### src/cache_defs.svh
`ifndef CACHE_DEFS_SVH
`define CACHE_DEFS_SVH

// Word and block shape
`define CACHE_WORD_W 32                                // Bits per CPU word
`define CACHE_WORDS 4                                  // Words per block
`define CACHE_BLOCK_W (`CACHE_WORDS * `CACHE_WORD_W)   // 128 bit block
`define CACHE_OFS_W 2                                  // Word offset inside a block
`define CACHE_BYTE_W 2                                 // Byte bits below the word offset

// Set and way shape
`define CACHE_SETS 16                                  // Sets per way
`define CACHE_IDX_W 4                                  // log2 of the set count
`define CACHE_WAYS 4                                   // Four way associative

// Address split is tag | index | word offset | byte
`define CACHE_TAG_W (`CACHE_WORD_W - `CACHE_IDX_W - `CACHE_OFS_W - `CACHE_BYTE_W)

// Two bits rank four ways, 0 is most recent
`define CACHE_AGE_W 2

`endif

### src/cache_pkg.sv
`include "cache_defs.svh"

package cache_pkg;

  // Controller states
  typedef enum logic [2:0] {
    INIT,       // Invalidate sweep after reset
    IDLE,       // Ready for a CPU request
    LOOKUP,     // Set read back, tag compare
    WRITEBACK,  // Dirty victim out to memory
    REFILL,     // Block fetch from memory
    RESPOND     // One cycle response pulse
  } cache_state_e;

  // Field view of a CPU address, MSB first
  typedef struct packed {
    logic [`CACHE_TAG_W-1:0]  tag;
    logic [`CACHE_IDX_W-1:0]  idx;
    logic [`CACHE_OFS_W-1:0]  ofs;
    logic [`CACHE_BYTE_W-1:0] byte_ofs;
  } addr_fields_t;

  // Same word seen raw or split into fields
  typedef union packed {
    logic [`CACHE_WORD_W-1:0] raw;
    addr_fields_t             f;
  } cache_addr_u;

  // Per way line state
  typedef struct packed {
    logic                    valid;
    logic                    dirty;
    logic [`CACHE_AGE_W-1:0] age;   // LRU rank
    logic [`CACHE_TAG_W-1:0] tag;
  } line_meta_t;

  typedef logic [`CACHE_WAYS-1:0] way_oh_t;  // One bit per way

endpackage

### src/way_lookup.sv
`include "cache_defs.svh"

module way_lookup import cache_pkg::*; (
  input  line_meta_t              metas [`CACHE_WAYS],
  input  logic [`CACHE_TAG_W-1:0] req_tag,
  output logic                    hit,
  output way_oh_t                 hit_way,
  output way_oh_t                 victim_way,
  output logic                    victim_dirty,
  output logic [`CACHE_TAG_W-1:0] victim_tag,
  output logic [`CACHE_AGE_W-1:0] new_ages [`CACHE_WAYS]
);

  way_oh_t touched;

  // Tag compare per way
  always_comb begin
    for (int w = 0; w < `CACHE_WAYS; w++) begin
      hit_way[w] = metas[w].valid && (metas[w].tag == req_tag);
    end
  end
  assign hit = |hit_way;

  // Victim is the lowest free way, else the oldest
  always_comb begin
    logic                    found;
    logic [`CACHE_AGE_W-1:0] oldest;
    found      = 1'b0;
    oldest     = '0;
    victim_way = '0;
    for (int w = 0; w < `CACHE_WAYS; w++) begin
      if (!metas[w].valid && !found) begin
        victim_way = way_oh_t'(1 << w);
        found      = 1'b1;
      end
    end
    if (!found) begin
      for (int w = 0; w < `CACHE_WAYS; w++) begin
        if (w == 0 || metas[w].age > oldest) begin
          victim_way = way_oh_t'(1 << w);
          oldest     = metas[w].age;
        end
      end
    end
  end

  always_comb begin
    victim_dirty = 1'b0;
    victim_tag   = '0;
    for (int w = 0; w < `CACHE_WAYS; w++) begin
      if (victim_way[w]) begin
        victim_dirty = metas[w].valid && metas[w].dirty;  // Needs write-back
        victim_tag   = metas[w].tag;
      end
    end
  end

  assign touched = hit ? hit_way : victim_way;

  // Touched way to 0, younger ways age by one
  always_comb begin
    logic [`CACHE_AGE_W-1:0] pivot;
    // Filling a free way ages every valid way, so valid ages stay 0..n-1
    pivot = '1;
    for (int w = 0; w < `CACHE_WAYS; w++) begin
      if (touched[w] && metas[w].valid) pivot = metas[w].age;
    end
    for (int w = 0; w < `CACHE_WAYS; w++) begin
      if (touched[w]) new_ages[w] = '0;
      else if (metas[w].age < pivot) new_ages[w] = metas[w].age + 1'b1;
      else new_ages[w] = metas[w].age;
    end
  end

endmodule
### config.mk
export PLATFORM = sky130hd
export DESIGN_NAME = way_lookup
export DESIGN_NICKNAME = d
export VERILOG_FILES = /design/src/cache_pkg.sv /design/src/way_lookup.sv
export VERILOG_INCLUDE_DIRS = /design/src
export SDC_FILE = /design/constraint.sdc
export NUM_CORES = 1
export LEC_CHECK = 0
export BUFFER_PORTS_ARGS = -buffer_cell sky130_fd_sc_hd__buf_2
export CORE_MARGIN = 8
export CORE_UTILIZATION = 47
export DETAILED_ROUTE_END_ITERATION = 12
export PLACE_DENSITY_LB_ADDON = 0.25
export RECOVER_POWER = 100
export SETUP_SLACK_MARGIN = 0.1
export SLEW_MARGIN = 20
export SYNTH_ARGS = -nofsm -noshare
export SYNTH_HDL_FRONTEND = slang
export SYNTH_SLANG_ARGS = --single-unit
### constraint.sdc
create_clock -name vclk -period 13.25
set_input_delay 1.9875 -clock vclk [all_inputs]
set_output_delay 1.9875 -clock vclk [all_outputs]
set_load 0.02 [all_outputs]
# --- Word-level counts from Yosys, hierarchy flattened ---
# Cells that the tools add are included.
# Widths: inputs -> output; s select.
op_classes:
  n_eq_ne: 4
  n_reduce_logical: 21
  magnitude_cmp: 7
  muxes: 38
  n_addsub: 4
ops:
  columns: ["cell", "n"]
  rows:
  - ["$eq 24x24->1", 4]
  - ["$mux 24", 4]
  - ["$mux 2", 18]
  - ["$mux 4", 7]
  - ["$logic_and 1x1->1", 15]
  - ["$mux 1", 9]
  - ["$add 2x1->2 const B", 4]
  - ["$lt 2x2->1", 4]
  - ["$gt 2x2->1", 3]
  - ["$logic_not 1->1", 5]
  - ["$reduce_or 4->1", 1]
word_totals:
  output_inout_bits: 42
  input_bits: 136
  reg_bits: 0
  word_cells: 74

# --- Logic depth before layout (Yosys ltp) ---
depth:
  ltp_word: 28
  depth_mapped: 24
  mapped_depth_nobuf: 24

# --- Worst setup path before layout ---
# Ideal clock, no wire load.
synth_timing:
  path_type: "in2out"
  from: "in metas[81] in the netlist's numbering"
  to: "out new_ages[0] in the netlist's numbering"
  n_path_buf: 0
  t_arrival_ps: 6700
  stages: 21
  slack_ps: 4563
  t_required_ps: 11262
  path_cell_list: "inv_1 ha_1 o22ai_1 o21ai_0 ha_1 inv_1 o22ai_1 mux2_2 ha_1 nand2_1 o21ai_1 a21oi_1 o21ai_0 o31ai_1 nand2_1 nand4_1 o21ai_0 a31oi_1 ha_1 a31o_1 a211oi_1"
synth_lines:
  columns: ["element", "line_no", "source"]
  rows:
  - ["from (decl)", "way_lookup.sv:4", "input line_meta_t metas [`CACHE_WAYS],"]
  - ["to (decl)", "way_lookup.sv:11", "output logic [`CACHE_AGE_W-1:0] new_ages [`CACHE_WAYS]"]

==> summary.md <==
| Metric | Value |
|---|---|
| Number of buffers added for setup after CTS | 0 |
| Most frequent cell after synthesis | sky130_fd_sc_hd__xnor2_1 |
| Per-instance average area after synthesis | 6.703 µm² |
| Switching share of total power | 0.6140 |
| Number of max-capacitance violations reported | 2 |
| Dominant combinational cell family by area after synthesis | XOR/XNOR gates |
| Synthesized-area fraction occupied by ao, oa, aoi and oai cells | 0.1797 |
| Layout net count | 675 |
| Part of the cycle the worst path needs | 0.8004 |
| Count of hold-fix buffers inserted at cts | 0 |
| Critical Path End Type | output pin |
| Count of yosys warnings during synthesis | 0 |
| Count of TritonRoute iterations in the first routing pass | 5 |
| Worst hold endpoint | victim_tag[7] |
| Number of top-level design ports | 178 |
| Diodes inserted | 0 |
| Area growth syn-to-layout | 32.21% |
| Final ANT Viol Nets | 0 |
| Number of input and output port buffers inserted | 178 |
| Startpoint class of the critical path | input port |
| Fin. max-slew vios | 54 |
| Die X | 89.13 µm |
| Worst hold stages | 4 |
| Most numerous cell types in the synthesized netlist | sky130_fd_sc_hd__xnor2_1 (76), sky130_fd_sc_hd__nand2_1 (66), sky130_fd_sc_hd__nand4_1 (36) |
| Overall via count from detail_route | 3488 |
| Nets in the synthesized netlist | 523 |
| Remaining global-route overflow | 0 |
| Count of sequential standard cells | 0 |
| Wirelength, routed | 11.43 mm |
| Setup Viol. Count Final | 0 |
| Largest cells by area after synthesis | sky130_fd_sc_hd__xnor2_1 (26%), sky130_fd_sc_hd__nand2_1 (9.9%), sky130_fd_sc_hd__a222oi_1 (9.6%) |
| Worst endpoint data arrival time | 8.62 ns |
| Final HPWL from detailed placement | 9.975 mm |
| Critical Setup Path Class | in -> out |
| Worst slew margin relative to its limit | -1.092 |
| Setup repair after global routing missed its margin | false |
| Die Ht | 89.13 µm |
| Power Density | 44.96 nW/µm² |
| Resized Gates After CTS | 0 |
| Cells after synthesis | 375 |
| Final total negative setup slack | 0 ns |
| Final hold violation count | 0 |
| VDD IR-drop max | 0.03202 mV |
| Worst-case hold slack | 4.333 ns |
| Area share of the largest cell type after synthesis | 0.2648 |
| Global placement routability congestion | 1.088 |
| Outcome | complete, but fails checks |
| Number of global-route vias before repair | 3634 |
| Combined area of all synthesized cells | 2514 µm² |
| Final standard cell count with taps included and fillers excluded | 595 |
| Sequential fraction of design power | 0 |
| Power after layout | 149.4 µW |
| Per-cell routed wire length | 19.21 µm |
| Xor and xnor fraction of the mapped netlist area | 0.3519 |
| Hold crit path type | in -> out |
| Share of final-layout standard cells stronger than drive strength 1 | 0.2876 |
| Synthesized-area fraction occupied by and/or/nand/nor cells | 0.3235 |
| Initial core utilization | 0.4890 |
| Standby leakage power | 1.484 nW |
| Maximum number of pins on one net before global-route repair | 27 |
| Startpoint of the most critical hold path | metas[91] |
| Power spent charging and discharging nets | 91.74 µW |
| Clock share of power | 0 |
| Die area | 7944 µm² |
| Internal power | 57.68 µW |
| Data required time of the worst path | 11.26 ns |
| Num rows | 26 |
| Wire length of the first global-routing pass | 17.57 mm |
| Post-synth cell types | 46 |
| Maximum fanout count along the critical path | 26 |
| Cell taking the most area after synthesis | sky130_fd_sc_hd__xnor2_1 |
| Combinational group share of total power | 1.000 |
| Register cell area after layout | 0 µm² |
| Minimum period implied by the final worst setup slack | 10.60 ns |
| Adder and majority gate portion of the synthesized area | 0.05973 |
| Number of design-rule violations left by the first detailed-router iteration | 250 |
| DRC violations left | 0 |
| Combined global-route utilization of all metal layers | 0.2788 |
| Placed instance count | 595 |
| Placeable core region | 5140 µm² |
| Sequential-to-total area share from yosys stat | 0 |
| Mux cell area share after synthesis | 0.008462 |
| Violations in the final reports | capacitance limit, slew limit |
| Maximum clock rate | 94.30 MHz |
| Routed vias/inst | 5.862 |
| Transition at the pin with the smallest max-transition slack | 3.105 ns |
| Layout clock buffers | 0 |
| Initial antenna violation count | 0 |
layout make-up:
cell class / count / area, µm²
Tap cell: 70 / 87.58
Multi-Input combinational cell: 328 / 2318
Fill cell: 530 / 1817
Inverter: 18 / 67.56
Timing Repair Buffer: 179 / 849.6
cells in the final DEF, fill, tap and decap left out, drive strengths merged, types with 5 or more instances in the layout:
| master | Yosys | routed |
|---|---|---|
| clkbuf | 26 | 37 |
| nor2 | 21 | 21 |
| xor2 | 25 | 25 |
| buf | 3 | 142 |
| o21ai | 7 | 7 |
| nor4 | 13 | 13 |
| a222oi | 24 | 24 |
| ha | 12 | 12 |
| nand2 | 66 | 66 |
| inv | 18 | 18 |
| xnor2 | 76 | 76 |
| a31o | 5 | 5 |
| nand4 | 36 | 36 |
worst max-delay path: stages:
cell and delay [ns]:
sky130_fd_sc_hd__buf_2 0.12, sky130_fd_sc_hd__inv_1 0.07, sky130_fd_sc_hd__ha_1 0.31, sky130_fd_sc_hd__o22ai_1 0.34, sky130_fd_sc_hd__o21ai_0 0.20, sky130_fd_sc_hd__ha_1 0.31
sky130_fd_sc_hd__inv_1 0.04, sky130_fd_sc_hd__o22ai_1 0.42, sky130_fd_sc_hd__mux2_2 0.40, sky130_fd_sc_hd__ha_1 0.27, sky130_fd_sc_hd__nand2_1 0.05, sky130_fd_sc_hd__o21ai_0 0.26
sky130_fd_sc_hd__nand2_1 0.12, sky130_fd_sc_hd__o22ai_1 1.70, sky130_fd_sc_hd__a31o_4 0.36, sky130_fd_sc_hd__nand2_1 0.06, sky130_fd_sc_hd__a31oi_1 0.41, sky130_fd_sc_hd__ha_1 0.34
sky130_fd_sc_hd__or3_1 0.36, sky130_fd_sc_hd__xnor2_1 0.15, sky130_fd_sc_hd__nor2_1 0.09, sky130_fd_sc_hd__clkbuf_1 0.24
logic make-up after synthesis:
family                     count (synthesis)
buffers and inverters                     47
and+or+nand+nor                          160
muxes                                      2
xor gates and xnor gates                 101
AOI/OAI and AO/OA                         53
adders and majority gates                 12
power by group through the flow:
stage,Combinational (mW),Clock [mW],Sequential [mW]
2_1_floorplan,0.0912,0,0
3_3_place_gp,0.149,0,0
3_5_place_dp,0.151,0,0
4_1_cts,0.151,0,0
5_1_grt,0.162,0,0
6_report,0.149,0,0
per-layer routing:
layer  vias to the layer above  part of all wire  GRT usage
met2                       193              0.49     0.5057
met3                        20             0.097    0.05515
met5                         -                 0          0
met4                         0             0.021    0.05740
met1                      1595              0.39     0.3277
li1                       1680                 -          -
stage by stage:
step	utilization	instance area (µm²)	setup WS [ns]
2_1_floorplan	-	2514	4.563
3_3_place_gp	0.6592	3388	3.909
4_1_cts	0.6592	3388	3.624
3_5_place_dp	0.6592	3388	3.631
5_1_grt	0.6465	3323	2.174
6_report	0.6465	3323	2.645
worst max-delay path by stage:
stage	from	to	slack [ns]	depth (start not counted)
detailed placement	metas[81]	new_ages[5]	3.63	22
finish	metas[81]	new_ages[5]	2.65	22
CTS	metas[81]	new_ages[5]	3.62	22
floorplan	metas[81]	new_ages[0]	4.56	21
global placement	metas[81]	new_ages[7]	3.91	22
global route	metas[81]	new_ages[5]	2.17	23
(Power assumes the default switching activity.)
