### src/cache_defs.svh
`ifndef CACHE_DEFS_SVH
`define CACHE_DEFS_SVH

// Word and block shape
`define CACHE_WORD_W 32                                // Bits per CPU word
`define CACHE_WORDS 4                                  // Words per block
`define CACHE_BLOCK_W (`CACHE_WORDS * `CACHE_WORD_W)   // 128 bit block
`define CACHE_OFS_W 2                                  // Word offset inside a block
`define CACHE_BYTE_W 2                                 // Byte bits below the word offset

// Set and way shape
`define CACHE_SETS 16                                  // Sets per way
`define CACHE_IDX_W 4                                  // log2 of the set count
`define CACHE_WAYS 4                                   // Four way associative

// Address split is tag | index | word offset | byte
`define CACHE_TAG_W (`CACHE_WORD_W - `CACHE_IDX_W - `CACHE_OFS_W - `CACHE_BYTE_W)

// Two bits rank four ways, 0 is most recent
`define CACHE_AGE_W 2

`endif

### src/cache_pkg.sv
`include "cache_defs.svh"

package cache_pkg;

  // Controller states
  typedef enum logic [2:0] {
    INIT,       // Invalidate sweep after reset
    IDLE,       // Ready for a CPU request
    LOOKUP,     // Set read back, tag compare
    WRITEBACK,  // Dirty victim out to memory
    REFILL,     // Block fetch from memory
    RESPOND     // One cycle response pulse
  } cache_state_e;

  // Field view of a CPU address, MSB first
  typedef struct packed {
    logic [`CACHE_TAG_W-1:0]  tag;
    logic [`CACHE_IDX_W-1:0]  idx;
    logic [`CACHE_OFS_W-1:0]  ofs;
    logic [`CACHE_BYTE_W-1:0] byte_ofs;
  } addr_fields_t;

  // Same word seen raw or split into fields
  typedef union packed {
    logic [`CACHE_WORD_W-1:0] raw;
    addr_fields_t             f;
  } cache_addr_u;

  // Per way line state
  typedef struct packed {
    logic                    valid;
    logic                    dirty;
    logic [`CACHE_AGE_W-1:0] age;   // LRU rank
    logic [`CACHE_TAG_W-1:0] tag;
  } line_meta_t;

  typedef logic [`CACHE_WAYS-1:0] way_oh_t;  // One bit per way

endpackage

### src/cache_fsm.sv
`include "cache_defs.svh"

module cache_fsm import cache_pkg::*; (
  input  logic                      clk,
  input  logic                      rst_n,
  input  logic                      cpu_req_valid,
  input  logic                      cpu_req_write,
  input  cache_addr_u               cpu_req_addr,
  input  logic [`CACHE_WORD_W-1:0]  cpu_req_wdata,
  output logic                      cpu_req_ready,
  output logic                      cpu_res_valid,
  output logic [`CACHE_WORD_W-1:0]  cpu_res_rdata,
  output logic                      mem_req_valid,
  output logic                      mem_req_write,
  output cache_addr_u               mem_req_addr,
  output logic [`CACHE_BLOCK_W-1:0] mem_req_wdata,
  input  logic                      mem_req_ready,
  input  logic [`CACHE_BLOCK_W-1:0] mem_rdata,
  output logic                      sweep_start,
  input  logic [`CACHE_IDX_W-1:0]   sweep_index,
  input  logic                      sweep_done,
  output logic [`CACHE_IDX_W-1:0]   rd_index,
  output logic [`CACHE_IDX_W-1:0]   wr_index,
  output way_oh_t                   meta_we,
  output way_oh_t                   data_we,
  output line_meta_t                new_meta,
  output logic                      age_we,
  output logic [`CACHE_BLOCK_W-1:0] write_block,
  input  logic [`CACHE_BLOCK_W-1:0] blocks [`CACHE_WAYS],
  input  logic                      hit,
  input  way_oh_t                   hit_way,
  input  way_oh_t                   victim_way,
  input  logic                      victim_dirty,
  input  logic [`CACHE_TAG_W-1:0]   victim_tag,
  output cache_addr_u               req_addr,
  output logic                      req_write,
  output logic [`CACHE_WORD_W-1:0]  req_wdata
);

  cache_state_e              state, state_next;
  logic                      sweep_issued;  // One sweep per reset
  logic [`CACHE_BLOCK_W-1:0] hit_block;
  logic [`CACHE_BLOCK_W-1:0] victim_block;

  function automatic logic [`CACHE_WORD_W-1:0] word_of(
    input logic [`CACHE_BLOCK_W-1:0] blk,
    input logic [`CACHE_OFS_W-1:0]   ofs
  );
    return blk[ofs*`CACHE_WORD_W +: `CACHE_WORD_W];
  endfunction

  always_ff @(posedge clk or negedge rst_n) begin
    if (!rst_n) begin
      state        <= INIT;
      sweep_issued <= 1'b0;
    end else begin
      state <= state_next;
      if (sweep_start) sweep_issued <= 1'b1;
    end
  end

  // Request held from accept to response
  always_ff @(posedge clk) begin
    if (cpu_req_valid && cpu_req_ready) begin
      req_addr  <= cpu_req_addr;
      req_write <= cpu_req_write;
      req_wdata <= cpu_req_wdata;
    end
  end

  // Read word captured on the way into RESPOND
  always_ff @(posedge clk) begin
    if (state == LOOKUP) cpu_res_rdata <= word_of(hit_block, req_addr.f.ofs);
    else if (state == REFILL && mem_req_ready) cpu_res_rdata <= word_of(mem_rdata, req_addr.f.ofs);
  end

  // One-hot way to block mux
  always_comb begin
    hit_block    = '0;
    victim_block = '0;
    for (int w = 0; w < `CACHE_WAYS; w++) begin
      if (hit_way[w]) hit_block = hit_block | blocks[w];
      if (victim_way[w]) victim_block = victim_block | blocks[w];
    end
  end

  assign sweep_start   = (state == INIT) && !sweep_issued;
  assign cpu_req_ready = (state == IDLE);
  assign cpu_res_valid = (state == RESPOND);
  // Set read starts on the accepting edge
  assign rd_index      = (state == IDLE) ? cpu_req_addr.f.idx : req_addr.f.idx;

  assign mem_req_valid = (state == WRITEBACK) || (state == REFILL);
  assign mem_req_write = (state == WRITEBACK);
  assign mem_req_wdata = victim_block;  // Only sampled in WRITEBACK

  // Block aligned, victim tag for write-back
  always_comb begin
    mem_req_addr            = req_addr;
    mem_req_addr.f.ofs      = '0;
    mem_req_addr.f.byte_ofs = '0;
    if (state == WRITEBACK) mem_req_addr.f.tag = victim_tag;
  end

  always_comb begin
    state_next  = state;
    wr_index    = req_addr.f.idx;
    meta_we     = '0;
    data_we     = '0;
    age_we      = 1'b0;
    new_meta    = '0;
    write_block = mem_rdata;
    case (state)
      INIT: begin
        wr_index = sweep_index;
        if (sweep_done) state_next = IDLE;
        else meta_we = '1;  // All-zero meta clears valid
      end
      IDLE: begin
        if (cpu_req_valid) state_next = LOOKUP;
      end
      LOOKUP: begin
        if (hit) begin
          age_we = 1'b1;  // Hit way becomes most recent
          if (req_write) begin
            meta_we        = hit_way;
            data_we        = hit_way;
            write_block    = hit_block;  // Store merges the new word in
            new_meta.valid = 1'b1;
            new_meta.dirty = 1'b1;
            new_meta.tag   = req_addr.f.tag;
          end
          state_next = RESPOND;
        end else if (victim_dirty) begin
          state_next = WRITEBACK;
        end else begin
          state_next = REFILL;
        end
      end
      WRITEBACK: begin
        if (mem_req_ready) state_next = REFILL;
      end
      REFILL: begin
        if (mem_req_ready) begin
          // Refilled block goes to the victim, write miss allocates dirty
          meta_we        = victim_way;
          data_we        = victim_way;
          age_we         = 1'b1;
          new_meta.valid = 1'b1;
          new_meta.dirty = req_write;
          new_meta.tag   = req_addr.f.tag;
          state_next     = RESPOND;
        end
      end
      RESPOND: state_next = IDLE;
      default: state_next = INIT;
    endcase
  end

endmodule

### config.mk
export PLATFORM = sky130hd
export DESIGN_NAME = cache_fsm
export DESIGN_NICKNAME = d
export VERILOG_FILES = /design/src/cache_pkg.sv /design/src/cache_fsm.sv
export VERILOG_INCLUDE_DIRS = /design/src
export SDC_FILE = /design/constraint.sdc
export NUM_CORES = 1
export LEC_CHECK = 0
export BUFFER_PORTS_ARGS = -buffer_cell sky130_fd_sc_hd__buf_4
export CAP_MARGIN = 20
export CORE_AREA = 2 2 456 458
export DETAILED_ROUTE_END_ITERATION = 7
export DIE_AREA = 0 0 458 460
export GPL_ROUTABILITY_DRIVEN = 0
export GPL_TIMING_DRIVEN = 0
export SLEW_MARGIN = 20
export SYNTH_ARGS = -nofsm -noshare
export SYNTH_HDL_FRONTEND = slang
export SYNTH_SLANG_ARGS = --single-unit
### constraint.sdc
create_clock -name clk -period 4.7 [get_ports clk]
set_input_delay 0.47 -clock clk [delete_from_list [all_inputs] [get_ports clk]]
set_output_delay 0.47 -clock clk [all_outputs]
set_load 0.005 [all_outputs]
### After elaboration in Yosys (flattened, before gate mapping)

Index checks and enable logic that the tools add are counted.

* flip-flop bits (word level): 101
* output and inout bits: 435

* bitwise logic cells: 6
* reductions and logical operators: 8
* eq/ne operators: 9
* shift-type cells: 2
* multiplexer cells: 40

Operator list (number)
* 2-to-1 mux 128 bit: 11
* OR 128 bit: 6
* indexed part select 128 x 8 -> 32 bit: 2
* 2-to-1 mux 24 bit: 4
* 2-to-1 mux 32 bit: 2
* one-hot mux 24 bit (2 select lines): 1
* 2-to-1 mux 4 bit: 6
* 2-to-1 mux 3 bit: 6
* one-hot mux 3 bit (6 select lines): 1
* one-hot mux 4 bit (3 select lines): 1
* one-hot mux 4 bit (2 select lines): 1
* equality test 3 x 2 -> 1 bit (second input constant): 2
* equality test 3 bit (second input constant): 2
* 2-to-1 mux 2 bit: 3
* inequality test 2 bit (second input constant): 3
* one-hot mux 2 bit (2 select lines): 1
* AND reduction 4 bit: 1
* equality test 3 x 1 -> 1 bit (second input constant): 1
* logical AND 1 bit: 3
* logical NOT 3 bit: 1
* 2-to-1 mux 1 bit: 2
* inequality test 2 x 1 -> 1 bit (second input constant): 1
* one-hot mux 1 bit (2 select lines): 1
* nonzero test 2 bit: 1
* 2 further kinds: 2

### Longest topological paths before layout

* word-level depth: 10
* mapped depth: 8

### Worst setup path before layout

Ideal clock, no wire load.

* path kind: flip-flop to flip-flop
* start point: reg state[2]
* end point: reg req_addr[0] (netlist name), enable pin
* required time: 4.269 ns
* library setup time: 0.431 ns
* setup slack: 1.657 ns
* period minus slack after synthesis: 3.043 ns
* stages on the path, launching flop included: 4
* path buffers: 1
* data arrival time: 2.612 ns
* cell sequence: dfrtp_1 clkbuf_1 nor3b_2 and2_1

* cells in the longest elaborated chain, start to end: 2

RTL lines
* start, declared: RTL line cache_fsm.sv:40 `cache_state_e state, state_next;`
* start signal, assigned: RTL line cache_fsm.sv:57 `state <= state_next;`
* equality test 3 x 1 -> 1 bit: RTL line cache_fsm.sv:88 `assign cpu_req_ready = (state == IDLE);`
* named net cpu_req_ready: RTL line cache_fsm.sv:10 `output logic cpu_req_ready,`
* logical AND 1 bit: RTL line cache_fsm.sv:64 `if (cpu_req_valid && cpu_req_ready) begin`
* end signal, assigned: RTL line cache_fsm.sv:65 `req_addr <= cpu_req_addr;`
* end, declared: RTL line cache_fsm.sv:35 `output cache_addr_u req_addr,`

The timed path passes the listed nets, and every way through them passes these cells.
A chain may end at the register's enable or synchronous reset.

### Final worst setup path

* start point: reg req_write
* end point: out write_block[102]

* cells in the longest elaborated chain, start to end: 3

RTL lines
* start, declared: RTL line cache_fsm.sv:36 `output logic req_write,`
* start signal, assigned: RTL line cache_fsm.sv:66 `req_write <= cpu_req_write;`
* 2-to-1 mux 128 bit: RTL line cache_fsm.sv:125 `if (req_write) begin`
* 2-to-1 mux 128 bit: RTL line cache_fsm.sv:123 `if (hit) begin`
* 2-to-1 mux 128 bit: RTL line cache_fsm.sv:113 `case (state)`
* end, declared: RTL line cache_fsm.sv:28 `` output logic [`CACHE_BLOCK_W-1:0] write_block, ``

Every way passes these cells.

==> impl_metrics.py <==
metrics = {
    "status": {
        "status": "complete, no violations",
    },
    "synthesis": {
        "synth_ff_type": "edfxtp_1",
        "yosys-mux-area-fraction_pct": 2.58,
        "synth-compound-area-share_pct": 52.8,
        "avgSynthCellArea_um2": 7.87,
        "synthCells": 1606,
        "synth-seq-cells": 101,
        "synthAdderAreaFrac_pct": 0,
        "postSynth.asyncResetShare_pct": 3.96,
        "ys_seq_area_share_pct": 23.8,
        "synth_cell_types": 37,
        "synth_warnings": 0,
        "synthSimpleGateAreaFrac_pct": 13.1,
        "synthXorXnorAreaFrac_pct": 0.0693,
        "synth_area_um2": 12600,
        "synth-edff-count": 97,
        "synth_top_family_by_area": "compound AO/OA/AOI/OAI gates",
    },
    "clock_tree": {
        "h-tree-depth": 3,
        "cts_buffers": 9,
        "cts_tree": "built",
        "cts.repair_timing.setup_buffer_count": 0,
        "cts_buffer_depth": 2,
        "root_buffer": "clkbuf_16",
        "clk_pin_slew_worst_paths_ps": 120,
        "numClockSinks": 101,
        "insertion_delay_ps": 460,
    },
    "route": {
        "drt-initial-drc-count": 2544,
        "ant_nets": 0,
        "vias": 22500,
        "drcViolationCount": 0,
        "first_pass_iters": 6,
        "viasPerCell": 4.01,
        "wl_um": 255000,
        "wl_per_cell_um": 45.3,
    },
    "global_route": {
        "grt.overflow.total": 0,
        "gr-usage-all-layers_pct": 23.1,
        "grt_pass1_vias": 21200,
        "grt_first_pass_wirelength_um": 299000,
        "grt_max_degree": 39,
        "grt_antenna_before_repair": 205,
    },
    "power_and_ir_drop": {
        "switching_share_pct": 54.3,
        "peakVddDrop_v": 0.000224,
        "cellLeakagePower_uw": 0.0109,
        "p_switching_uw": 4280,
        "combPwrFrac_pct": 69.8,
        "pwr_density_cell_nw_per_um2": 304,
        "p_int_uw": 3590,
        "seq_power_share_pct": 18.9,
        "p_clk_share_pct": 11.3,
    },
    "worst_setup_path": {
        "path_max_fanout": 10,
        "cp.arrival_ps": 3260,
        "critical_path_class": "flip-flop to output pin",
        "end_kind": "output pin",
        "worstPathRequired_ps": 4230,
        "start_kind": "flip-flop",
    },
    "placement": {
        "place_area_um2": 25300,
        "dp_slack_ps": 932,
        "port_buffers": 1171,
        "hpwl_um": 233000,
    },
    "timing": {
        "holdWs_ps": 171,
        "rsz0062_at_grt": "no",
        "slew_viol_final": 0,
        "fin_ws_ps": 972,
        "setup_viol": 0,
        "period_share_pct": 79.3,
        "clock_skew_ps": 40.2,
        "tightest_slew_ps": 1250,
        "hold_viol": 0,
        "slew_headroom_pct": 16.8,
        "tns_ps": 0,
        "period_needed_ps": 3730,
        "max_freq_mhz": 268,
    },
    "floorplanning": {
        "start_util_pct": 6.13,
        "die_x_um": 458,
        "core-area_um2": 206000,
        "dieArea_um2": 211000,
        "num_rows": 167,
        "top_level_ports": 1183,
        "chipHeight_um": 460,
    },
    "cells_and_area": {
        "drive_gt1_share_pct": 50.4,
        "layout_common_cells": "buf_4 (1210), nand2_1 (277), a22oi_1 (256), o21ai_0 (189), a22o_1 (132)",
        "syn2layout_area_growth_pct": 105,
        "design_area_um2": 25900,
        "nNetsFinal": 3581,
        "final_common_cell": "buf_4",
    },
    "min_path": {
        "hold_class": "input port to flip-flop",
    },
    "flow_run": {
        "maxCapViolations": 0,
    },
}
per-stage QoR:
stage / utilization, % / total power [µW] / std cells
after detailed placement: 12.3 / 7070 / 5522
after global placement: 12.1 / 6980 / 5486
final: 12.6 / 7870 / 5620
after floorplan: - / 3020 / 1611
after CTS: 12.4 / 8020 / 5539
after global routing: 12.5 / 8240 / 5571
Yosys cell counts, drive strengths merged (2+ instances only):
cell / number / area share, %
o21ai: 189 / 7.5
and3: 3 / 0.15
o32a: 32 / 2.5
nand2: 277 / 8.2
clkbuf: 106 / 3.1
nor3b: 2 / 0.20
mux2: 28 / 2.5
a22oi: 256 / 15
dfrtp: 4 / 0.79
nor2: 43 / 1.3
a21oi: 61 / 2.4
a211oi: 39 / 2.3
nor2b: 26 / 1.3
o21bai: 4 / 0.24
a221oi: 128 / 11
buf: 102 / 4.3
edfxtp: 97 / 23
o221ai: 32 / 2.2
nand2b: 31 / 1.5
inv: 3 / 0.089
a22o: 132 / 9.2
a21o: 2 / 0.12
sequential cells by signal, summed over array words and instances (netlist names):
signal / count
cpu_res_rdata: 32
state: 3
req_write: 1
req_wdata: 32
sweep_issued: 1
req_addr: 32
layer usage:
metal	global-route usage, %	up-vias	share of wire (%)	wire length (µm)
li1	-	9028	-	-
met1	25.3	10800	37	94000
met2	35.2	2030	42	108000
met3	15.2	526	16	39700
met4	8.75	164	4.7	11900
met5	0.0230	-	0.40	1030
power groups by stage:
stage	clock (µW)	sequential [µW]	combinational, µW
after floorplan	0	1420	1600
after global placement	0	1530	5440
after detailed placement	0	1510	5550
after CTS	949	1500	5570
after global routing	956	1510	5780
final	886	1490	5490
cell type report:
type                       count  area (µm²)
sequential                   101        3010
antenna                       78         195
clock buffer                  10         229
clock inverter                 6        63.8
buffer                       208         962
inverter                       3        11.3
fill                       23700      180000
multi-input combinational   1299        8820
tap                         2704        3380
timing repair buffer        1211        9190
logic make-up after synthesis:
group,Yosys count
buf+inv,211
simple gates,388
flops,101
xor+xnor,1
other cells,1
compound gates,875
mux,29
worst max-delay path: stages, from the launching register on:
cell and delay [ps]:
edfxtp_1 450, nor2b_1 180, nand3_1 290, buf_2 470, buf_4 340, buf_6 240, buf_2 300, nand2_1 90
o21ai_0 100, buf_4 280
timing repair:
action                                  in CTS  in global routing
endpoints found under the setup margin       0                  0
hold endpoints to repair                     4                  0
hold buffers                                 1                  0
gates resized for setup                      0                  0
path summary, 6_finish.rpt:
check                                         start  cells after the start                     endpoint  slack [ps]
max reg2reg                    state[2]$_DFFE_PN0P_                      5  cpu_res_rdata[28]$_DFFE_PP_         980
min in group asynchronous                     rst_n                      2     sweep_issued$_DFFE_PN0P_         350
max in group asynchronous                     rst_n                      2         state[0]$_DFFE_PN0P_        4220
max                             req_write$_DFFE_PP_                      9             write_block[102]         970
min                                cpu_req_addr[26]                      1       req_addr[26]$_DFFE_PP_         170
min reg2reg                sweep_issued$_DFFE_PN0P_                      1     sweep_issued$_DFFE_PN0P_         490
Power figures use the tool's default switching activity.
