## src/cache_defs.svh

```systemverilog
`ifndef CACHE_DEFS_SVH
`define CACHE_DEFS_SVH

// Word and block shape
`define CACHE_WORD_W 32                                // Bits per CPU word
`define CACHE_WORDS 4                                  // Words per block
`define CACHE_BLOCK_W (`CACHE_WORDS * `CACHE_WORD_W)   // 128 bit block
`define CACHE_OFS_W 2                                  // Word offset inside a block
`define CACHE_BYTE_W 2                                 // Byte bits below the word offset

// Set and way shape
`define CACHE_SETS 16                                  // Sets per way
`define CACHE_IDX_W 4                                  // log2 of the set count
`define CACHE_WAYS 4                                   // Four way associative

// Address split is tag | index | word offset | byte
`define CACHE_TAG_W (`CACHE_WORD_W - `CACHE_IDX_W - `CACHE_OFS_W - `CACHE_BYTE_W)

// Two bits rank four ways, 0 is most recent
`define CACHE_AGE_W 2

`endif

```

## src/set_init_counter.sv

```systemverilog
`include "cache_defs.svh"

module set_init_counter (
  input  logic                    clk,
  input  logic                    rst_n,
  input  logic                    sweep_start,
  output logic [`CACHE_IDX_W-1:0] sweep_index,
  output logic                    sweep_done
);

  logic busy;
  logic last;

  assign last = (sweep_index == `CACHE_IDX_W'(`CACHE_SETS - 1));

  // Index rests at 0 between sweeps, so the start cycle itself covers set 0
  always_ff @(posedge clk or negedge rst_n) begin
    if (!rst_n) begin
      sweep_index <= '0;
      busy        <= 1'b0;
      sweep_done  <= 1'b0;
    end else begin
      if (sweep_start || busy) sweep_index <= sweep_index + 1'b1;  // Wraps back to 0
      if (sweep_start) begin
        busy       <= 1'b1;
        sweep_done <= 1'b0;
      end else if (busy && last) begin
        busy       <= 1'b0;
        sweep_done <= 1'b1;  // Held until the next start
      end
    end
  end

endmodule

```

## config.mk

```make
export PLATFORM = sky130hd
export DESIGN_NAME = set_init_counter
export DESIGN_NICKNAME = d
export VERILOG_FILES = /design/src/set_init_counter.sv
export VERILOG_INCLUDE_DIRS = /design/src
export SDC_FILE = /design/constraint.sdc
export NUM_CORES = 1
export LEC_CHECK = 0
export ABC_AREA = 0
export BUFFER_PORTS_ARGS = -buffer_cell sky130_fd_sc_hd__buf_2
export CAP_MARGIN = 20
export CORE_AREA = 2 2 39 41
export CTS_CLUSTER_DIAMETER = 50
export CTS_CLUSTER_SIZE = 10
export DETAILED_ROUTE_END_ITERATION = 12
export DIE_AREA = 0 0 41 43
export GPL_TIMING_DRIVEN = 0
export SLEW_MARGIN = 20
export SYNTH_ARGS = -nofsm -noshare
export SYNTH_HDL_FRONTEND = slang
export SYNTH_SLANG_ARGS = --single-unit
```

## constraint.sdc

```tcl
create_clock -name clk -period 0.95 [get_ports clk]
set_input_delay 0.095 -clock clk [delete_from_list [all_inputs] [get_ports clk]]
set_output_delay 0.095 -clock clk [all_outputs]
set_load 0.05 [all_outputs]
```

# ---- Word-level counts from Yosys, hierarchy flattened
# Index checks and enable logic that the tools add are counted.
dict set report totals {
  reg_bits 6
  latchBits 0
  ram_bits 0
  mem_bits_ro 0
  in_bits 3
  output_inout_bits 5
  wordCells 12
  memories 0
}
dict set report op_classes {
  n_addsub 1
  mul 0
  n_div 0
  magnitude_cmp 0
  n_eq_ne 1
  shifts 0
  n_mux 4
  n_bitwise 0
  reduce_logical 3
}
# operator n
set ops {}
lappend ops {{adder 4 x 1 -> 4 bit (second input constant)} 1}
lappend ops {{equality test 4 bit (second input constant)} 1}
lappend ops {{2-to-1 mux 1 bit} 4}
lappend ops {{nonzero test 2 bit} 1}
lappend ops {{logical AND 1 bit} 1}
lappend ops {{logical OR 1 bit} 1}

# ---- Logic depth before layout (Yosys ltp)
# Gate-level depths: netlist of the first run.
dict set report logic_depth {
  depth_word 4
  ltp_mapped 3
  depth_no_buf 3
}

# ---- Worst setup path after synthesis of the first run
# No wires, ideal clock.
dict set report synth_path {
  path_type {register to register}
  start {register sweep_index[0]}
  end {register sweep_index[1]}
  setup_time_ns 0.125
  arrival_time_ns 1.221
  t_required_ns 0.825
  setup_slack_ns -0.397
  stages_incl_launch_ff 3
  n_path_buf 0
  synth_period_minus_slack_ns 1.347
  path_cell_list {dfrtp_1 -> ha_1 -> mux2_4}
}
dict set report synth_between {
  elab_chain_len 1
}
# element line_no
set synth_lines {}
lappend synth_lines {{start: declaration} set_init_counter.sv:7} ;# output logic [`CACHE_IDX_W-1:0] sweep_index,
lappend synth_lines {{start signal: assignment} set_init_counter.sv:23} ;# if (sweep_start || busy) sweep_index <= sweep_index + 1'b1;
lappend synth_lines {{adder 4 x 1 -> 4 bit} set_init_counter.sv:23}
# Every way passes these cells.
# A chain may end at the register's enable or synchronous reset.

# ---- Final worst setup path of the first run
dict set report layout_path {
  start {register sweep_index[1]}
  end {register sweep_index[1]}
}
# The elaborated chain is that of the path after synthesis.

==> flow_metrics.tcl, run 1 <==
set metrics [dict create \
    critPathMaxStageDelay_ns 0.43 \
    synth_commonest_cells "6 x dfrtp_1, 3 x xnor2_1" \
    drv_slew 0 \
    drive_above_1_share_pct 67.6 \
    synth_nets 22 \
    path_buf_inv 0 \
    hold_class "input pin to flip-flop" \
    yosysMostFrequentCell "dfrtp_1" \
    grt_max_degree 7 \
    cp_cell_sequence "ha_4, mux2_4" \
    cap_violations 0 \
    violations "negative setup slack" \
    cts_tree "yes" \
    clock_latency_ns 0.25 \
    worst_pin_slew_ns 0.221 \
    layout.cells.non_filler 50 \
    nNetsFinal 39 \
    num_io_pins 8 \
    io_buffers 7 \
    root_buffer "clkbuf_4" \
    layout_setup_ws_ns -0.0827 \
    syn_to_final_growth_pct 70.0 \
    diodes 0 \
    cts.sinks 6 \
    final_area_um2 425 \
    ys_types 11 \
    placed_cell_area_um2 325 \
    start_util_pct 18.1 \
    synth_area_um2 250 \
    grtUsageTotal_pct 7.87 \
    crit_type "flip-flop to flip-flop" \
    synth-edff-count 0 \
    cts-htree-levels 1 \
    synth_seq_cells 6 \
    die_h_um 43 \
    hold_viol 0 \
    overflow 0 \
    drt-initial-drc-count 2 \
    period_share_pct 109 \
    path_delay_family "flip-flops" \
    antenna_found_initial 0 \
    synth.top_cell.area_share_pct 60.0 \
    wl_um 490 \
    status "finished with violations" \
    period_minus_slack_ns 1.03 \
    hpwl_um 342 \
    wl_per_cell_um 9.80 \
    first_pass_iters 4 \
    synth_top_area_cell "dfrtp_1" \
    routed_via_density 4.02 \
    synth_flop_cell "dfrtp_1" \
    rows 14 \
    path_max_fanout 3 \
    grt_pass1_wl_um 828 \
    netlist_instances 18 \
    dieArea_um2 1760 \
    yosys_warnings 0 \
    grt_setup_unrepaired "true" \
    numCtsBuffers 3 \
    core_area_um2 1380 \
    fmax_mhz 968 \
    vias 201 \
    cpMaxStageDelayCell "dfrtp_2" \
    first_global_vias 197 \
    clk_pin_slew_worst_paths_ns 0.05 \
    dp_cells 41 \
    worstPathArrival_ns 1.16 \
    drc_errors 0 \
    nFillCells 134 \
    clock-skew-final_ns 0.00597 \
    endpoint_kind "flip-flop" \
    async_flop_share_pct 100 \
    worstSetupStartpointType "flip-flop" \
    antenna_left 0 \
    gp_congestion 0.641 \
    required_ns 1.08 \
    syn_area_per_cell_um2 13.9 \
    place_ws_ns -0.0925 \
    setup_viol 3 \
    die-width_um 41 \
    slew_headroom_pct 85.3 \
    ctsLongestPathBuffers 2 \
    yosys-top-cells-area "dfrtp_1 60%, xnor2_1 10%, mux2_4 6.0%, ha_1 5.0%, a21o_2 3.5%" \
    regArea_um2 155 \
    multi_input_area_um2 121 \
    yosysSeqAreaShare_pct 60.0 \
]
flip-flops by register name, summed over array words and instances, names as in the netlist:
register     cells
sweep_index      4
busy             1
sweep_done       1
layer usage:
metal  up-vias  track usage [%]  share of wire [%]
li1        100                -                  -
met1        90             9.48                 47
met2        11             8.75                 41
met3         0             9.42                 12
met4         0             2.00                  0
met5         -                0                  0
logic make-up (layout without fill, tap and decap cells):
| logic type | after synthesis | in the layout | synth area share, % |
|---|---|---|---|
| mux | 1 | 1 | 6.00 |
| simple gates | 3 | 3 | 6.00 |
| buf+inv | 0 | 16 | 0 |
| flops | 6 | 6 | 60.0 |
| xor+xnor | 3 | 3 | 10.5 |
| fa+ha+maj | 1 | 1 | 5.00 |
| compound gates | 4 | 4 | 12.5 |
final timing paths:
| kind | startpoint | to | slack [ns] | depth (start not counted) |
|---|---|---|---|---|
| max | sweep_index[1] | sweep_index[1] | -0.08 | 2 |
| max in group asynchronous | rst_n | sweep_index[2] | 0.59 | 2 |
| min reg2reg | sweep_done | sweep_done | 0.52 | 2 |
| min in group asynchronous | rst_n | sweep_index[0] | 0.20 | 2 |
| max reg2reg | sweep_index[1] | sweep_index[1] | -0.08 | 2 |
| min | sweep_start | sweep_done | 0.12 | 2 |
stage by stage:
| stage | hold slack, ns | utilization [%] | setup TNS, ns |
|---|---|---|---|
| 2_1_floorplan | -0.201 | - | -0.634 |
| 3_3_place_gp | -0.0750 | 23.5 | -0.106 |
| 3_5_place_dp | -0.0720 | 23.5 | -0.113 |
| 4_1_cts | 0.116 | 29.4 | -0.214 |
| 5_1_grt | 0.137 | 30.7 | -0.399 |
| 6_report | 0.122 | 30.7 | -0.156 |
cell usage in the layout (no fill, tap or decap):
cell	instances
o21ai_2	1
xnor2_1	3
o2111ai_1	1
ha_4	1
dlygate4sd3_1	1
buf_2	2
buf_6	2
nand3_1	1
dfrtp_1	2
mux2_4	1
nor2_4	1
buf_4	5
nor2_1	1
a21o_2	1
buf_8	1
dfrtp_2	4
clkbuf_4	4
a41oi_1	1
clkbuf_1	1
final cells by class:
cell class / count / share of cell area (%)
flip-flops and latches: 6 / 36.5
multi-input cells: 12 / 28.5
repair buffers: 12 / 24.1
clock buffers: 4 / 6.18
well taps: 16 / 4.71
repair_timing:
item                                    in CTS  in global routing
pin swaps                                    0                  0
endpoints found under the hold margin        6                  0
endpoints found under the setup margin       7                  8
setup buffers                                2                  2
hold buffers                                 1                  0
gates resized for setup                      9                  2
Power of run 1 is not shown: default switching activity piles up to over one toggle a cycle in this logic, so the estimate is an artifact.
==> inputs of run 2 (changes only) <==
==> constraint.sdc (replaced) <==
create_clock -name clk -period 1.2 [get_ports clk]
set_input_delay 0.12 -clock clk [delete_from_list [all_inputs] [get_ports clk]]
set_output_delay 0.12 -clock clk [all_outputs]
set_load 0.05 [all_outputs]
==> flow_metrics.tcl, run 2 (synthesis gave the netlist of run 1 again) <==
set metrics [dict create \
    fmax_mhz 919 \
    path_max_fanout 5 \
    crit_type "flip-flop to primary output" \
    grt_pass1_wl_um 821 \
    grtUsageTotal_pct 7.36 \
    period_minus_slack_ns 1.09 \
    worstPathArrival_ns 0.97 \
    wl_per_cell_um 10.6 \
    grt_setup_unrepaired "false" \
    path_delay_family "flip-flops" \
    antenna_left 0 \
    rows 14 \
    first_global_vias 187 \
    worstSetupStartpointType "flip-flop" \
    use_met2_pct 8.13 \
    path_buf_inv 1 \
    met1_usage_pct 10.4 \
    setup_viol 0 \
    status "complete, no violations" \
    place_ws_ns 0.121 \
    hold_viol 0 \
    largest_register_ffs 4 \
    drc_errors 0 \
    grt_max_degree 7 \
    grt_busiest_layer "met1" \
    nFillCells 152 \
    drive_above_1_share_pct 51.7 \
    diodes 0 \
    routed_via_density 4.04 \
    endpoint_kind "primary output" \
    final_common_cell "buf_2" \
    num_io_pins 8 \
    layout_setup_ws_ns 0.112 \
    clock_latency_ns 0.24 \
    worst_pin_slew_ns 0.250 \
    ctsLongestPathBuffers 2 \
    cap_violations 0 \
    cpMaxStageDelayCell "dfrtp_1" \
    core_area_um2 1380 \
    vias 182 \
    slew_headroom_pct 83.5 \
    dieArea_um2 1760 \
    hold_class "input pin to flip-flop" \
    die-width_um 41 \
    cts-htree-levels 1 \
    clk_pin_slew_worst_paths_ns 0.04 \
    top_regs "sweep_index: 4 flops, busy: 1 flops, sweep_done: 1 flops" \
    largest_register "sweep_index" \
    antenna_found_initial 0 \
    io_buffers 7 \
    cp_cell_sequence "buf_2" \
    nNetsFinal 35 \
    first_pass_iters 1 \
    root_buffer "clkbuf_4" \
    drt-initial-drc-count 0 \
    gp_congestion 0.664 \
    overflow 0 \
    die_h_um 43 \
    drv_slew 0 \
    grt_util_met3_pct 3.14 \
    period_share_pct 90.7 \
    layout_common_cells "7 x buf_2, 4 x dfrtp_1, 3 x xnor2_1, 3 x clkbuf_4, 2 x dfrtp_2" \
    clock-skew-final_ns 0.000986 \
    cts_tree "yes" \
    wl_um 479 \
    critPathMaxStageDelay_ns 0.43 \
    start_util_pct 18.1 \
    required_ns 1.08 \
    numCtsBuffers 3 \
    cts.sinks 6 \
    syn_to_final_growth_pct 36.0 \
]
run 2: cell count changes in the layout (fill, tap and decap cells not counted), moves of 2 or more:
cell,before,now
buf_4,5,0
buf_6,2,0
buf_2,2,7
dfrtp_2,4,2
dfrtp_1,2,4
run 2: what timing repair did:
item,in CTS,in global routing
hold endpoints to repair,6,0
hold buffers,1,0
buffers inserted,0,0
setup endpoints to repair,0,0
gates resized for setup,0,0
run 2: worst paths after layout:
check	from	end	slack, ns	cells after the start
worst min-delay path	sweep_start	sweep_done	0.11	2
worst max-delay path	sweep_index[2]	sweep_index[2]	0.11	1
min in group asynchronous	rst_n	sweep_done	0.24	2
worst min register to register	sweep_index[0]	sweep_index[0]	0.50	1
max in group asynchronous	rst_n	sweep_index[1]	0.80	2
worst max register to register	sweep_index[1]	sweep_index[1]	0.12	2
run 2: metal layers:
metal  up-vias  part of all wire (%)
li1         88                     -
met1        86                    52
met2         8                    39
met3         0                   8.8
met4         0                     0
met5         -                     0
run 2: area by class of cell:
type                            instances  area [um2]  share of cell area (%)
Timing Repair Buffer                    8        45.0                    13.2
Sequential cell                         6         153                    44.9
Tap cell                               16        20.0                    5.88
Clock buffer                            3        22.5                    6.62
Multi-Input combinational cell         12         100                    29.4
run 2: per-stage QoR:
stage | hold slack, ns | instances | instance area (um2) | utilization [%] | setup TNS (ns)
floorplan | -0.176 | 18 | 253 | - | -0.00492
global placement | -0.0492 | 41 | 308 | 22.2 | 0
detailed placement | -0.0427 | 41 | 308 | 22.2 | 0
CTS | 0.0996 | 45 | 340 | 24.6 | 0
global route | 0.132 | 45 | 340 | 24.6 | 0
finish | 0.111 | 45 | 340 | 24.6 | 0
Power of run 2 is left out for the same reason.
==> inputs of run 3 (changes only) <==
==> constraint.sdc (replaced) <==
create_clock -name clk -period 1.14 [get_ports clk]
set_input_delay 0.114 -clock clk [delete_from_list [all_inputs] [get_ports clk]]
set_output_delay 0.114 -clock clk [all_outputs]
set_load 0.05 [all_outputs]
==> flow_metrics.tcl, run 3 (synthesis gave the netlist of run 1 again) <==
set metrics [dict create \
    clk_pin_slew_worst_paths_ns 0.05 \
    endpoint_kind "flip-flop" \
    hold_slack_ns 0.102 \
    die-width_um 41 \
    nNetsFinal 35 \
    rows 14 \
    cap_violations 0 \
    clock_latency_ns 0.25 \
    dieArea_um2 1760 \
    start_util_pct 18.1 \
    setup_viol 0 \
    root_buffer "clkbuf_4" \
    gp_congestion 0.691 \
    worst_pin_slew_ns 0.253 \
    die_h_um 43 \
    drt-initial-drc-count 6 \
    top_regs "sweep_index: 4 flops, busy: 1 flops, sweep_done: 1 flops" \
    r2r_end "sweep_index[1]" \
    antenna_found_initial 0 \
    path_max_fanout 4 \
    critPathMaxStageDelay_ns 0.44 \
    ctsLongestPathBuffers 2 \
    period_minus_slack_ns 1.05 \
    slew_headroom_pct 83.2 \
    first_global_vias 193 \
    antenna_left 0 \
    drv_slew 0 \
    cts-htree-levels 1 \
    grt_setup_unrepaired "false" \
    grtUsageTotal_pct 7.96 \
    routed_via_density 4.30 \
    r2r_start "sweep_index[1]" \
    final_common_cell "buf_2" \
    drc_errors 0 \
    period_share_pct 92.1 \
    overflow 0 \
    worstPathArrival_ns 1.18 \
    grt_pass1_wl_um 848 \
    clock-skew-final_ns 0.00624 \
    fmax_mhz 952 \
    numCtsBuffers 3 \
    io_buffers 7 \
    cpMaxStageDelayCell "dfrtp_2" \
    crit_type "flip-flop to flip-flop" \
    worstSetupStartpointType "flip-flop" \
    cts_tree "yes" \
    vias 198 \
    hpwl_um 333 \
    path_delay_family "flip-flops" \
    hold_depth 2 \
    layout.cells.non_filler 46 \
    required_ns 1.27 \
    worstHoldStart "sweep_start" \
    cts.sinks 6 \
    diodes 0 \
    cts_setup_buffers 0 \
    path_buf_inv 0 \
    wl_per_cell_um 10.3 \
    cp_cell_sequence "ha_4, mux2_4" \
    core_area_um2 1380 \
    syn_to_final_growth_pct 43.0 \
    utilization_pct 25.9 \
    wl_um 472 \
    largest_register_ffs 4 \
    whs_endpoint "sweep_done" \
    rr_worst_depth 2 \
    grt_max_degree 7 \
    largest_register "sweep_index" \
    layout_common_cells "7 x buf_2, 3 x xnor2_1, 3 x dfrtp_1, 3 x clkbuf_4, 3 x dfrtp_2" \
    hold_class "input pin to flip-flop" \
    dp_cells 41 \
    num_io_pins 8 \
    drive_above_1_share_pct 56.7 \
    hold_viol 0 \
    reg2reg_slack_ns 0.09 \
    status "complete, no violations" \
    first_pass_iters 3 \
]
run 3: layout make-up:
class | instances | area, um2
flip-flops and latches | 6 | 154
repair buffers | 8 | 45.0
fillers | 148 | 1030
clock buffers | 4 | 26.3
well taps | 16 | 20.0
multi-input cells | 12 | 113
run 3: how the worst max path moves through the flow:
stage              startpoint              to  slack (ns)  cells after the start
6_report       sweep_index[1]  sweep_index[1]        0.09                      2
5_1_grt        sweep_index[3]  sweep_index[3]        0.04                      1
4_1_cts        sweep_index[1]  sweep_index[1]        0.08                      1
3_5_place_dp   sweep_index[1]  sweep_index[1]        0.10                      2
3_3_place_gp   sweep_index[1]  sweep_index[1]        0.11                      2
2_1_floorplan  sweep_index[0]  sweep_index[1]       -0.02                      2
run 3: worst reg2reg max path, cell delays in order (launching register included):
cell	delay, ns
dfrtp_2	0.44
ha_4	0.24
mux2_4	0.26
run 3: stage by stage:
stage / setup WS, ns / TNS (ns) / instance area (um2)
after floorplan: -0.0223 / -0.0223 / 267
after global placement: 0.109 / 0 / 322
after detailed placement: 0.101 / 0 / 322
after CTS: 0.0751 / 0 / 358
after global routing: 0.0439 / 0 / 358
final: 0.0899 / 0 / 358
run 3: metal layers:
metal  global-route usage, %  share of wire, %
met1                    9.42                48
met5                       0                 0
met2                    9.06                38
met4                    4.00               1.3
met3                    7.85                13
run 3: timing repair:
action | in CTS | in global routing
resized for setup | 0 | 0
hold buffers | 1 | 0
hold endpoints to repair | 6 | 0
Power of run 3 is left out for the same reason.
